[src/mesh_pkg.sv]
// fixed 32-bit packet; 3-bit coordinates cap the mesh at 6x6 pods and tag ids cap it at 16 pods
package mesh_pkg;

  // coordinate, memory and payload widths
  localparam int cord_width   = 3;
  localparam int addr_width   = 2;
  localparam int data_width   = 16;
  localparam int pad_width    = 8;
  localparam int pkt_width    = 32;

  // pod index field of a tag frame
  localparam int tag_id_width = 4;

  // mesh ports per router, local port included
  localparam int num_dirs     = 5;

  typedef enum logic [1:0] {
    op_store,
    op_load,
    op_store_ack,
    op_load_data
  } op_e;

  // request as seen by the tile
  typedef struct packed {
    logic [cord_width-1:0] dest_x;
    logic [cord_width-1:0] dest_y;
    op_e                   op;
    logic [cord_width-1:0] src_x;
    logic [cord_width-1:0] src_y;
    logic [addr_width-1:0] addr;
    logic [data_width-1:0] data;
  } pkt_req_s;

  // response back to the requester, destination sits where the request keeps it
  typedef struct packed {
    logic [cord_width-1:0] dest_x;
    logic [cord_width-1:0] dest_y;
    op_e                   op;
    logic [pad_width-1:0]  pad;
    logic [data_width-1:0] data;
  } pkt_rsp_s;

  typedef union packed {
    pkt_req_s req;
    pkt_rsp_s rsp;
  } pkt_u;

  // router port index, local port first so it wins arbitration
  typedef enum logic [2:0] {
    dir_p,
    dir_w,
    dir_e,
    dir_n,
    dir_s
  } link_dir_e;

endpackage

[src/tag_client.sv]
// tag line must idle low between frames; a frame is start 1, 4 index bits msb first, payload
`timescale 1ns/10ps

module tag_client
  import mesh_pkg::*;
  #(
    parameter int pod_id_p = 0
  )
  (
    input  logic clk_i,
    input  logic rst_n_i,
    input  logic tag_i,
    output logic pod_reset_o
  );

  localparam int cnt_width_lp = $clog2(tag_id_width);

  localparam logic [1:0] st_idle    = 2'd0;
  localparam logic [1:0] st_index   = 2'd1;
  localparam logic [1:0] st_payload = 2'd2;

  logic [1:0]              state_r;
  logic [cnt_width_lp-1:0] bit_cnt_r;
  logic [tag_id_width-1:0] index_r;
  logic                    id_match;

  // only frames for this pod touch the reset command
  assign id_match = (index_r == tag_id_width'(pod_id_p));

  always_ff @(posedge clk_i or negedge rst_n_i) begin
    if (!rst_n_i) begin
      state_r     <= st_idle;
      bit_cnt_r   <= '0;
      index_r     <= '0;
      pod_reset_o <= 1'b1;
    end else begin
      case (state_r)
        st_idle: begin
          // start bit
          if (tag_i) begin
            state_r   <= st_index;
            bit_cnt_r <= '0;
          end
        end
        st_index: begin
          index_r   <= {index_r[tag_id_width-2:0], tag_i};
          bit_cnt_r <= bit_cnt_r + 1'b1;
          if (bit_cnt_r == cnt_width_lp'(tag_id_width - 1)) begin
            state_r <= st_payload;
          end
        end
        st_payload: begin
          // payload 1 holds the pod in reset, 0 releases it
          if (id_match) begin
            pod_reset_o <= tag_i;
          end
          state_r <= st_idle;
        end
        default: begin
          state_r <= st_idle;
        end
      endcase
    end
  end

endmodule

[src/reset_delay.sv]
// reset_depth_p must be at least 1; release lags the falling command by exactly that many cycles
`timescale 1ns/10ps

module reset_delay
  #(
    parameter int reset_depth_p = 3
  )
  (
    input  logic clk_i,
    input  logic rst_n_i,
    input  logic reset_cmd_i,
    output logic pod_reset_o
  );

  localparam int cnt_width_lp = $clog2(reset_depth_p + 1);

  logic [cnt_width_lp-1:0] cnt_r;
  logic [cnt_width_lp-1:0] cnt_n;

  // reload while the command holds, then count down to zero
  always_comb begin
    if (reset_cmd_i) begin
      cnt_n = cnt_width_lp'(reset_depth_p);
    end else if (cnt_r != '0) begin
      cnt_n = cnt_r - 1'b1;
    end else begin
      cnt_n = cnt_r;
    end
  end

  always_ff @(posedge clk_i or negedge rst_n_i) begin
    if (!rst_n_i) begin
      cnt_r       <= cnt_width_lp'(reset_depth_p);
      pod_reset_o <= 1'b1;
    end else begin
      cnt_r       <= cnt_n;
      pod_reset_o <= reset_cmd_i | (cnt_n != '0);
    end
  end

endmodule

[src/pod_router.sv]
// one-entry input buffers give half rate per link; fixed priority can starve low inputs under load
`timescale 1ns/10ps

module pod_router
  import mesh_pkg::*;
  (
    input  logic                  clk_i,
    input  logic                  rst_n_i,
    input  logic                  pod_reset_i,
    input  logic [cord_width-1:0] my_x_i,
    input  logic [cord_width-1:0] my_y_i,

    input  pkt_u [num_dirs-1:0]   link_data_i,
    input  logic [num_dirs-1:0]   link_valid_i,
    output logic [num_dirs-1:0]   link_ready_o,

    output pkt_u [num_dirs-1:0]   link_data_o,
    output logic [num_dirs-1:0]   link_valid_o,
    input  logic [num_dirs-1:0]   link_ready_i
  );

  pkt_u      [num_dirs-1:0] buf_r;
  logic      [num_dirs-1:0] full_r;
  logic                     live_r;

  link_dir_e [num_dirs-1:0] route;
  link_dir_e [num_dirs-1:0] out_sel;
  logic      [num_dirs-1:0] out_v;
  logic      [num_dirs-1:0] sent;

  logic      [num_dirs-1:0] lock_r;
  link_dir_e [num_dirs-1:0] lock_idx_r;

  // live_r lags the pod reset by one cycle so inputs open only after release
  assign link_ready_o = {num_dirs{live_r}} & ~full_r;

  // x first, then y
  always_comb begin
    for (int i = 0; i < num_dirs; i++) begin
      if (buf_r[i].req.dest_x < my_x_i) begin
        route[i] = dir_w;
      end else if (buf_r[i].req.dest_x > my_x_i) begin
        route[i] = dir_e;
      end else if (buf_r[i].req.dest_y < my_y_i) begin
        route[i] = dir_n;
      end else if (buf_r[i].req.dest_y > my_y_i) begin
        route[i] = dir_s;
      end else begin
        route[i] = dir_p;
      end
    end
  end

  // per output grant; a held grant sticks until its packet moves
  always_comb begin
    out_v   = '0;
    out_sel = {num_dirs{dir_p}};
    for (int o = 0; o < num_dirs; o++) begin
      if (lock_r[o]) begin
        out_v[o]   = 1'b1;
        out_sel[o] = lock_idx_r[o];
      end else begin
        // scan downward so the lowest index ends up winning
        for (int i = num_dirs - 1; i >= 0; i--) begin
          if (full_r[i] && (route[i] == link_dir_e'(o))) begin
            out_v[o]   = 1'b1;
            out_sel[o] = link_dir_e'(i);
          end
        end
      end
    end
  end

  always_comb begin
    sent = '0;
    for (int o = 0; o < num_dirs; o++) begin
      link_valid_o[o] = out_v[o];
      link_data_o[o]  = buf_r[out_sel[o]];
      if (out_v[o] && link_ready_i[o]) begin
        sent[out_sel[o]] = 1'b1;
      end
    end
  end

  always_ff @(posedge clk_i or negedge rst_n_i) begin
    if (!rst_n_i) begin
      live_r     <= 1'b0;
      full_r     <= '0;
      lock_r     <= '0;
      lock_idx_r <= {num_dirs{dir_p}};
    end else if (pod_reset_i) begin
      live_r     <= 1'b0;
      full_r     <= '0;
      lock_r     <= '0;
      lock_idx_r <= {num_dirs{dir_p}};
    end else begin
      live_r <= 1'b1;
      for (int i = 0; i < num_dirs; i++) begin
        if (sent[i]) begin
          full_r[i] <= 1'b0;
        end else if (link_valid_i[i] && link_ready_o[i]) begin
          full_r[i] <= 1'b1;
        end
      end
      for (int o = 0; o < num_dirs; o++) begin
        lock_r[o]     <= out_v[o] & ~link_ready_i[o];
        lock_idx_r[o] <= out_sel[o];
      end
    end
  end

  // buffer payload, only meaningful while full_r is set
  always_ff @(posedge clk_i) begin
    for (int i = 0; i < num_dirs; i++) begin
      if (link_valid_i[i] && link_ready_o[i]) begin
        buf_r[i] <= link_data_i[i];
      end
    end
  end

endmodule

[src/pod_tile.sv]
// any op other than store is served as a load; pad returns the answering pod's coordinates
`timescale 1ns/10ps

module pod_tile
  import mesh_pkg::*;
  (
    input  logic                  clk_i,
    input  logic                  rst_n_i,
    input  logic                  pod_reset_i,
    input  logic [cord_width-1:0] my_x_i,
    input  logic [cord_width-1:0] my_y_i,

    input  pkt_u                  req_i,
    input  logic                  req_valid_i,
    output logic                  req_ready_o,

    output pkt_u                  rsp_o,
    output logic                  rsp_valid_o,
    input  logic                  rsp_ready_i
  );

  localparam int words_lp = 2 ** addr_width;

  logic [data_width-1:0] mem_r [words_lp];
  logic                  live_r;
  logic                  rsp_valid_r;
  logic                  accept;
  logic                  is_store;
  pkt_rsp_s              rsp_n;

  // single outstanding response, so a waiting answer blocks the next request
  assign req_ready_o = live_r & ~rsp_valid_r;
  assign accept      = req_valid_i & req_ready_o;
  assign is_store    = (req_i.req.op == op_store);
  assign rsp_valid_o = rsp_valid_r;

  always_comb begin
    rsp_n.dest_x = req_i.req.src_x;
    rsp_n.dest_y = req_i.req.src_y;
    rsp_n.op     = is_store ? op_store_ack : op_load_data;
    rsp_n.pad    = pad_width'({my_x_i, my_y_i});
    // store echoes the written word
    rsp_n.data   = is_store ? req_i.req.data : mem_r[req_i.req.addr];
  end

  always_ff @(posedge clk_i or negedge rst_n_i) begin
    if (!rst_n_i) begin
      live_r      <= 1'b0;
      rsp_valid_r <= 1'b0;
    end else if (pod_reset_i) begin
      live_r      <= 1'b0;
      rsp_valid_r <= 1'b0;
    end else begin
      live_r <= 1'b1;
      if (accept) begin
        rsp_valid_r <= 1'b1;
      end else if (rsp_ready_i) begin
        rsp_valid_r <= 1'b0;
      end
    end
  end

  // pod reset wipes the memory to zero
  always_ff @(posedge clk_i or negedge rst_n_i) begin
    if (!rst_n_i) begin
      for (int i = 0; i < words_lp; i++) begin
        mem_r[i] <= '0;
      end
    end else if (pod_reset_i) begin
      for (int i = 0; i < words_lp; i++) begin
        mem_r[i] <= '0;
      end
    end else if (accept && is_store) begin
      mem_r[req_i.req.addr] <= req_i.req.data;
    end
  end

  always_ff @(posedge clk_i) begin
    if (accept) begin
      rsp_o.rsp <= rsp_n;
    end
  end

endmodule

[src/pod_array.sv]
// pod (x,y) sits at coordinate (x+1,y+1) with tag id y*num_pods_x_p+x; row 0 is the north row
`timescale 1ns/10ps

module pod_array
  import mesh_pkg::*;
  #(
    parameter int num_pods_x_p  = 2,
    parameter int num_pods_y_p  = 2,
    parameter int reset_depth_p = 3
  )
  (
    input  logic                                  clk_i,
    input  logic                                  rst_n_i,
    input  logic                                  tag_i,

    // row edge links
    input  logic [num_pods_y_p-1:0][pkt_width-1:0] west_data_i,
    input  logic [num_pods_y_p-1:0]                west_valid_i,
    output logic [num_pods_y_p-1:0]                west_ready_o,
    output logic [num_pods_y_p-1:0][pkt_width-1:0] west_data_o,
    output logic [num_pods_y_p-1:0]                west_valid_o,
    input  logic [num_pods_y_p-1:0]                west_ready_i,

    input  logic [num_pods_y_p-1:0][pkt_width-1:0] east_data_i,
    input  logic [num_pods_y_p-1:0]                east_valid_i,
    output logic [num_pods_y_p-1:0]                east_ready_o,
    output logic [num_pods_y_p-1:0][pkt_width-1:0] east_data_o,
    output logic [num_pods_y_p-1:0]                east_valid_o,
    input  logic [num_pods_y_p-1:0]                east_ready_i,

    // column edge links
    input  logic [num_pods_x_p-1:0][pkt_width-1:0] north_data_i,
    input  logic [num_pods_x_p-1:0]                north_valid_i,
    output logic [num_pods_x_p-1:0]                north_ready_o,
    output logic [num_pods_x_p-1:0][pkt_width-1:0] north_data_o,
    output logic [num_pods_x_p-1:0]                north_valid_o,
    input  logic [num_pods_x_p-1:0]                north_ready_i,

    input  logic [num_pods_x_p-1:0][pkt_width-1:0] south_data_i,
    input  logic [num_pods_x_p-1:0]                south_valid_i,
    output logic [num_pods_x_p-1:0]                south_ready_o,
    output logic [num_pods_x_p-1:0][pkt_width-1:0] south_data_o,
    output logic [num_pods_x_p-1:0]                south_valid_o,
    input  logic [num_pods_x_p-1:0]                south_ready_i
  );

  // router side of every link, indexed [row][column][port]
  wire pkt_u [num_pods_y_p-1:0][num_pods_x_p-1:0][num_dirs-1:0] rtr_data_li;
  wire pkt_u [num_pods_y_p-1:0][num_pods_x_p-1:0][num_dirs-1:0] rtr_data_lo;
  wire logic [num_pods_y_p-1:0][num_pods_x_p-1:0][num_dirs-1:0] rtr_valid_li;
  wire logic [num_pods_y_p-1:0][num_pods_x_p-1:0][num_dirs-1:0] rtr_valid_lo;
  wire logic [num_pods_y_p-1:0][num_pods_x_p-1:0][num_dirs-1:0] rtr_ready_li;
  wire logic [num_pods_y_p-1:0][num_pods_x_p-1:0][num_dirs-1:0] rtr_ready_lo;

  wire logic [num_pods_y_p-1:0][num_pods_x_p-1:0] reset_cmd;
  wire logic [num_pods_y_p-1:0][num_pods_x_p-1:0] pod_reset;

  for (genvar y = 0; y < num_pods_y_p; y++) begin : py
    for (genvar x = 0; x < num_pods_x_p; x++) begin : px

      tag_client #(.pod_id_p(y * num_pods_x_p + x)) u_tag (
        .clk_i(clk_i), .rst_n_i(rst_n_i), .tag_i(tag_i), .pod_reset_o(reset_cmd[y][x])
      );

      reset_delay #(.reset_depth_p(reset_depth_p)) u_rst (
        .clk_i(clk_i), .rst_n_i(rst_n_i),
        .reset_cmd_i(reset_cmd[y][x]), .pod_reset_o(pod_reset[y][x])
      );

      pod_router u_router (
        .clk_i(clk_i), .rst_n_i(rst_n_i), .pod_reset_i(pod_reset[y][x]),
        .my_x_i(cord_width'(x + 1)), .my_y_i(cord_width'(y + 1)),
        .link_data_i(rtr_data_li[y][x]), .link_valid_i(rtr_valid_li[y][x]),
        .link_ready_o(rtr_ready_lo[y][x]),
        .link_data_o(rtr_data_lo[y][x]), .link_valid_o(rtr_valid_lo[y][x]),
        .link_ready_i(rtr_ready_li[y][x])
      );

      // tile hangs off the local port
      pod_tile u_tile (
        .clk_i(clk_i), .rst_n_i(rst_n_i), .pod_reset_i(pod_reset[y][x]),
        .my_x_i(cord_width'(x + 1)), .my_y_i(cord_width'(y + 1)),
        .req_i(rtr_data_lo[y][x][dir_p]), .req_valid_i(rtr_valid_lo[y][x][dir_p]),
        .req_ready_o(rtr_ready_li[y][x][dir_p]),
        .rsp_o(rtr_data_li[y][x][dir_p]), .rsp_valid_o(rtr_valid_li[y][x][dir_p]),
        .rsp_ready_i(rtr_ready_lo[y][x][dir_p])
      );

      if (x == 0) begin : g_w_edge
        assign rtr_data_li[y][x][dir_w]  = west_data_i[y];
        assign rtr_valid_li[y][x][dir_w] = west_valid_i[y];
        assign rtr_ready_li[y][x][dir_w] = west_ready_i[y];
        assign west_ready_o[y] = rtr_ready_lo[y][x][dir_w];
        assign west_data_o[y]  = rtr_data_lo[y][x][dir_w];
        assign west_valid_o[y] = rtr_valid_lo[y][x][dir_w];
      end else begin : g_w_link
        assign rtr_data_li[y][x][dir_w]  = rtr_data_lo[y][x-1][dir_e];
        assign rtr_valid_li[y][x][dir_w] = rtr_valid_lo[y][x-1][dir_e];
        assign rtr_ready_li[y][x][dir_w] = rtr_ready_lo[y][x-1][dir_e];
      end

      if (x == num_pods_x_p - 1) begin : g_e_edge
        assign rtr_data_li[y][x][dir_e]  = east_data_i[y];
        assign rtr_valid_li[y][x][dir_e] = east_valid_i[y];
        assign rtr_ready_li[y][x][dir_e] = east_ready_i[y];
        assign east_ready_o[y] = rtr_ready_lo[y][x][dir_e];
        assign east_data_o[y]  = rtr_data_lo[y][x][dir_e];
        assign east_valid_o[y] = rtr_valid_lo[y][x][dir_e];
      end else begin : g_e_link
        assign rtr_data_li[y][x][dir_e]  = rtr_data_lo[y][x+1][dir_w];
        assign rtr_valid_li[y][x][dir_e] = rtr_valid_lo[y][x+1][dir_w];
        assign rtr_ready_li[y][x][dir_e] = rtr_ready_lo[y][x+1][dir_w];
      end

      if (y == 0) begin : g_n_edge
        assign rtr_data_li[y][x][dir_n]  = north_data_i[x];
        assign rtr_valid_li[y][x][dir_n] = north_valid_i[x];
        assign rtr_ready_li[y][x][dir_n] = north_ready_i[x];
        assign north_ready_o[x] = rtr_ready_lo[y][x][dir_n];
        assign north_data_o[x]  = rtr_data_lo[y][x][dir_n];
        assign north_valid_o[x] = rtr_valid_lo[y][x][dir_n];
      end else begin : g_n_link
        assign rtr_data_li[y][x][dir_n]  = rtr_data_lo[y-1][x][dir_s];
        assign rtr_valid_li[y][x][dir_n] = rtr_valid_lo[y-1][x][dir_s];
        assign rtr_ready_li[y][x][dir_n] = rtr_ready_lo[y-1][x][dir_s];
      end

      if (y == num_pods_y_p - 1) begin : g_s_edge
        assign rtr_data_li[y][x][dir_s]  = south_data_i[x];
        assign rtr_valid_li[y][x][dir_s] = south_valid_i[x];
        assign rtr_ready_li[y][x][dir_s] = south_ready_i[x];
        assign south_ready_o[x] = rtr_ready_lo[y][x][dir_s];
        assign south_data_o[x]  = rtr_data_lo[y][x][dir_s];
        assign south_valid_o[x] = rtr_valid_lo[y][x][dir_s];
      end else begin : g_s_link
        assign rtr_data_li[y][x][dir_s]  = rtr_data_lo[y+1][x][dir_n];
        assign rtr_valid_li[y][x][dir_s] = rtr_valid_lo[y+1][x][dir_n];
        assign rtr_ready_li[y][x][dir_s] = rtr_ready_lo[y+1][x][dir_n];
      end

    end
  end

endmodule

[config.mk]
export PLATFORM = sky130hd
export DESIGN_NAME = pod_array
export DESIGN_NICKNAME = d
export VERILOG_FILES = /design/src/mesh_pkg.sv /design/src/tag_client.sv /design/src/reset_delay.sv /design/src/pod_router.sv /design/src/pod_tile.sv /design/src/pod_array.sv
export SDC_FILE = /design/constraint.sdc
export NUM_CORES = 2
export LEC_CHECK = 0
export BUFFER_PORTS_ARGS = -buffer_cell sky130_fd_sc_hd__buf_2
export CAP_MARGIN = 40
export CORE_ASPECT_RATIO = 2
export CORE_MARGIN = 1.5
export CORE_UTILIZATION = 45
export CTS_CLUSTER_DIAMETER = 200
export CTS_CLUSTER_SIZE = 8
export DETAILED_ROUTE_END_ITERATION = 8
export GPL_ROUTABILITY_DRIVEN = 0
export PLACE_DENSITY = 0.61
export SYNTH_ARGS = -nofsm -noshare
export SYNTH_HDL_FRONTEND = slang
export SYNTH_HIERARCHICAL = 1
export SYNTH_SLANG_ARGS = --single-unit
export TNS_END_PERCENT = 1
[constraint.sdc]
create_clock -name clk_i -period 4.8 [get_ports clk_i]
set_input_delay 1.2 -clock clk_i [delete_from_list [all_inputs] [get_ports clk_i]]
set_output_delay 1.2 -clock clk_i [all_outputs]
set_load 0.005 [all_outputs]
### After elaboration in Yosys (flattened, before gate mapping)

Index checks and enable logic that the tools add are counted.

* logic and storage cells: 1230
* input bits: 275
* bits in registers: 1116
* output and inout bits: 272

* equal/unequal tests: 103
* magnitude comparators: 128
* bitwise logic cells: 84
* add/sub/neg operators: 8
* muxes and demuxes: 550
* reduce and logical (&&, ||, !) cells: 241

Operators with widths (count)
* 32-bit binary-select mux with 3-bit select: 20
* 3-bit 2-to-1 mux: 200
* 32-bit 2-to-1 mux: 16
* 64-bit 2-to-1 mux: 8
* 64-bit bitwise mux: 4
* 16-bit 2-to-1 mux: 16
* 1-bit 2-to-1 mux: 200
* 1-bit logical AND: 160
* 5-bit 2-to-1 mux: 28
* 16-bit binary-select mux with 2-bit select: 4
* 16-bit demux with 2-bit select: 4
* 3-bit by 2-bit == test with 1-bit output (second input constant): 40
* 26-bit 2-to-1 mux: 4
* 3-bit by 4-bit less-than comparator with 1-bit output (second input constant): 20
* 5-bit OR: 16
* 3-bit by 1-bit less-than comparator with 1-bit output (second input constant): 24
* 3-bit nonzero test: 24
* 1-bit demux with 3-bit select: 20
* 3-bit by 1-bit == test with 1-bit output (second input constant): 20
* 3-bit == test (second input constant): 20
* 3-bit by 1-bit greater-or-equal comparator with 1-bit output (second input constant): 20
* 3-bit by 1-bit greater-than comparator with 1-bit output (second input constant): 20
* 3-bit by 2-bit greater-than comparator with 1-bit output (second input constant): 20
* 3-bit zero test: 20
* 23 further kinds: 186

### Depth between registers and ports, before layout

* depth in word-level cells: 28
* mapped depth: 18
* gate-level depth less buffers: 13

### Cells and area by module

The synthesis kept the hierarchy.

Modules (own cells, without submodules)
* pod_router (py[0].px[1].u_router ...): cells each 1239, area an instance 13148.9 um^2, instances 2, sequential area each 5455.2 um^2
* pod_tile: cells each 347, area an instance 4259.1 um^2, instances 4, sequential area each 2522.4 um^2
* pod_router (py[1].px[1].u_router): cells each 1347, area an instance 13782.0 um^2, instances 1, sequential area each 5455.2 um^2
* pod_router (py[0].px[0].u_router): cells each 1356, area an instance 13574.3 um^2, instances 1, sequential area each 5455.2 um^2
* tag_client (py[0].px[1].u_tag ...): cells each 26, area an instance 404.1 um^2, instances 3, sequential area each 226.5 um^2
* reset_delay: cells each 7, area an instance 105.1 um^2, instances 4, sequential area each 78.8 um^2
* tag_client (py[0].px[0].u_tag): cells each 26, area an instance 381.6 um^2, instances 1, sequential area each 226.5 um^2
* pod_array: cells each 2, area an instance 7.5 um^2, instances 1, sequential area each 0.0 um^2

### Worst setup path after synthesis

No wires, ideal clock.

* path type: reg2reg
* start point: register py[0].px[0].u_router/buf_r[30] (netlist bit)
* end point: register py[0].px[0].u_tile/rsp_o[10] (netlist bit), data pin
* buffers on the path: 4
* stages on the path, launching flop included: 15
* arrival time: 3593 ps
* slack: 928 ps
* library setup time: 279 ps
* required time: 4521 ps
* clock period less this slack: 3872 ps
* cells stage by stage: edfxtp_1 > ha_1 > nor2b_1 > o311a_1 > a31o_2 > a211o_1 > a222oi_1 > clkbuf_1 > a32oi_1 > o211ai_1 > clkbuf_1 > and2_1 > clkbuf_1 > clkbuf_1 > a221oi_1

RTL lines
* start, declared: RTL line pod_router.sv:22 `pkt_u [num_dirs-1:0] buf_r;`
* start signal, assigned by index: RTL line pod_router.sv:116 `buf_r[i] <= link_data_i[i];`
* end, declared: RTL line pod_tile.sv:17 `output pkt_u rsp_o,`

==> metrics <==
status=complete, but fails checks; CP Capture Type=primary output; NumNets Final=7,642; io pins=about 550; # DRC=27; final core occ=between 50 and 60%; TritonCTS clock tree=built; period utilization=103.7%; Iter 0 DRT Violations=a little over 9,000; FILL cells=~14,000; H-Tree Depth=4; Slew @ Worst Pin=1067 ps; CP max stage cell=edfxtp_1; Power Dens Cells=roughly 550 nW/um2; DRT Pass-1 Iters=9; RR Startpoint=py[1].px[1].u_router/buf_r[62]$_DFFE_PP_; Clock Skews=around 70 ps; total of max-cap violations=0; first-pass GRT wire length=457.8 mm; total wire length=327.3 mm; Hold WS=308.1 ps; Clock Latency Late Sink=850 ps; Crit path largest cell delay=approximately 560 ps; Die X=285.5 um; Slew HR=28.88%; worst endpoint required time=3600 ps; die area=approximately 160,000 um2; fmax=201.0 MHz; worst setup margin=-175.8 ps; Worst Hold Class=in -> async; Routed Antenna Nets=0; core area=158,800 um2; RSZ-0062 raised after global routing=yes; CP Max Fanout=5; Synth Cell Area=~72,000 um2; cts bufs inserted=about 170; Clock transition at path regs=70 ps; critical path type=reg -> out; R2R Path End=py[1].px[1].u_tile/rsp_o[12]$_DFFE_PP_; Top Family by Delay on Critical Path=compound AO/OA/AOI/OAI gates; largest net degree at the start of global routing=82; Site Rows=207; Vias/cell=slightly below 7; leak pwr=37.19 nW; Ys Warns=6; final setup fails=165; worst r2r path cells=13; clock sink count=roughly 1,200; DR WL/cell=34.54 um; worst path arrival time=between 3000 and 4000 ps; Die Span Y=approximately 570 um; GRT Util Overall=between 30% and 40%; number of global-route vias before repair=around 64,000; syn avg cell area=10.91 um2; CP Buf/Inv Count=3; HPWL Detailed=230.0 mm; fraction of layout cells with a size suffix above 1=21.71%; Final min period=4976 ps; Area Growth Syn to Fin=20.05%; total power=around 48 mW; Initial Util=45.23%; antenna violations before repair=29; R2R Setup Slk=-120 ps; CP cell instances=ha_4 > nor2b_4 > o311a_4 > nand3_4 > o41ai_4 > a22oi_2 > buf_12 > buf_4 > mux2i_1 > o221ai_1 > buf_2; GRT overflow=0; Final Hold Fails=0; Root Buffer=clkbuf_16; Clock Tree Buf Depth=4; CP Launch Type=register; peak supply drop=between 0.4 and 0.5 mV; Post-Syn Instances=6,582; failing checks=DRC, setup timing; port bufs=546; Final Max Tran Viols=0; via count=65,780
-- metrics by stage --
step	TNS (ps)	setup WS (ps)	cells	instance area [um2]
2_1_floorplan	0	998.5	6664	72120
3_3_place_gp	-108.0	-83.89	9055	78160
3_5_place_dp	-60.81	-60.81	9067	78360
4_1_cts	-6111	-145.4	9401	84540
5_1_grt	-23400	-240.1	9455	86150
6_report	-12710	-175.8	9476	86210
-- area by class of cell --
| type | count | area [um2] | area share, % |
|---|---|---|---|
| Multi-Input combinational cell | 4794 | 37930 | 44.00 |
| Tap cell | 2090 | 2615 | 3.033 |
| Clock buffer | 288 | 4782 | 5.547 |
| Sequential cell | 1172 | 33130 | 38.43 |
| Timing Repair Buffer | 956 | 7010 | 8.132 |
| Antenna cell | 22 | 55.05 | 0.06386 |
| Clock inverter | 7 | 127.6 | 0.1480 |
| Inverter | 147 | 551.8 | 0.6401 |
-- power breakdown --
part	internal (mW)	total (mW)	leakage, nW	switching, mW
sequential	13.3	16.4	12.4	3.08
combinational	7.40	19.8	22.4	12.4
clock	6.78	11.5	2.34	4.69
total	27.5	47.7	37.2	20.2
-- flip-flops by register name, summed over array words and instances (netlist names) --
name / cells
py.px.u_tag/state_r: 8
py.px.u_tile/rsp_o: 116
py.px.u_router/buf_r: 640
py.px.u_router/lock_idx_r: 60
py.px.u_tile/live_r: 4
py.px.u_tag/index_r: 16
py.px.u_tile/mem_r: 256
py.px.u_router/live_r: 4
py.px.u_rst/pod_reset_o: 4
py.px.u_rst/cnt_r: 8
py.px.u_tag/pod_reset_o: 4
py.px.u_router/full_r: 20
py.px.u_router/lock_r: 20
py.px.u_tile/rsp_valid_o: 4
py.px.u_tag/bit_cnt_r: 8
-- cell usage in the layout (no fill, tap or decap), drive strengths merged, types with 108 or more instances in the layout --
master / count
nand3: 158
mux2i: 1260
buf: 945
nand2: 871
o21ai: 108
dfrtp: 400
a22oi: 161
edfxtp: 756
clkbuf: 299
nor2: 257
inv: 149
ha: 124
o221ai: 479
a21oi: 130
-- metal layers --
metal | vias to the layer above | share of wire (%) | GRT usage (%)
met4 | 14 | 12 | 33.44
met2 | 5189 | 44 | 60.93
met3 | 1619 | 11 | 9.960
li1 | 26970 | - | -
met5 | - | 0.025 | 0
met1 | 31990 | 33 | 44.26
-- worst max path at each step --
stage                                                    from               end  slack (ps)  cells past startpoint
global placement     py[1].px[1].u_router/buf_r[62]$_DFFE_PP_   east_data_o[61]         -80                     11
finish               py[1].px[1].u_router/buf_r[62]$_DFFE_PP_  south_data_o[63]        -180                     11
CTS                  py[1].px[1].u_router/buf_r[62]$_DFFE_PP_   east_data_o[62]        -150                     10
detailed placement   py[1].px[1].u_router/buf_r[62]$_DFFE_PP_   east_data_o[61]         -60                     11
floorplan            py[0].px[0].u_router/buf_r[30]$_DFFE_PP_   north_data_o[0]        1000                     11
global route        py[0].px[0].u_router/buf_r[127]$_DFFE_PP_  north_data_o[29]        -240                     11
-- repair_timing --
action	4_1_cts	5_1_grt
pin swaps	36	69
hold buffers	0	0
endpoints found under the setup margin	257	257
gates resized for setup	171	162
gates cloned	5	9
setup buffers	34	39
Power figures use the tool's default switching activity.
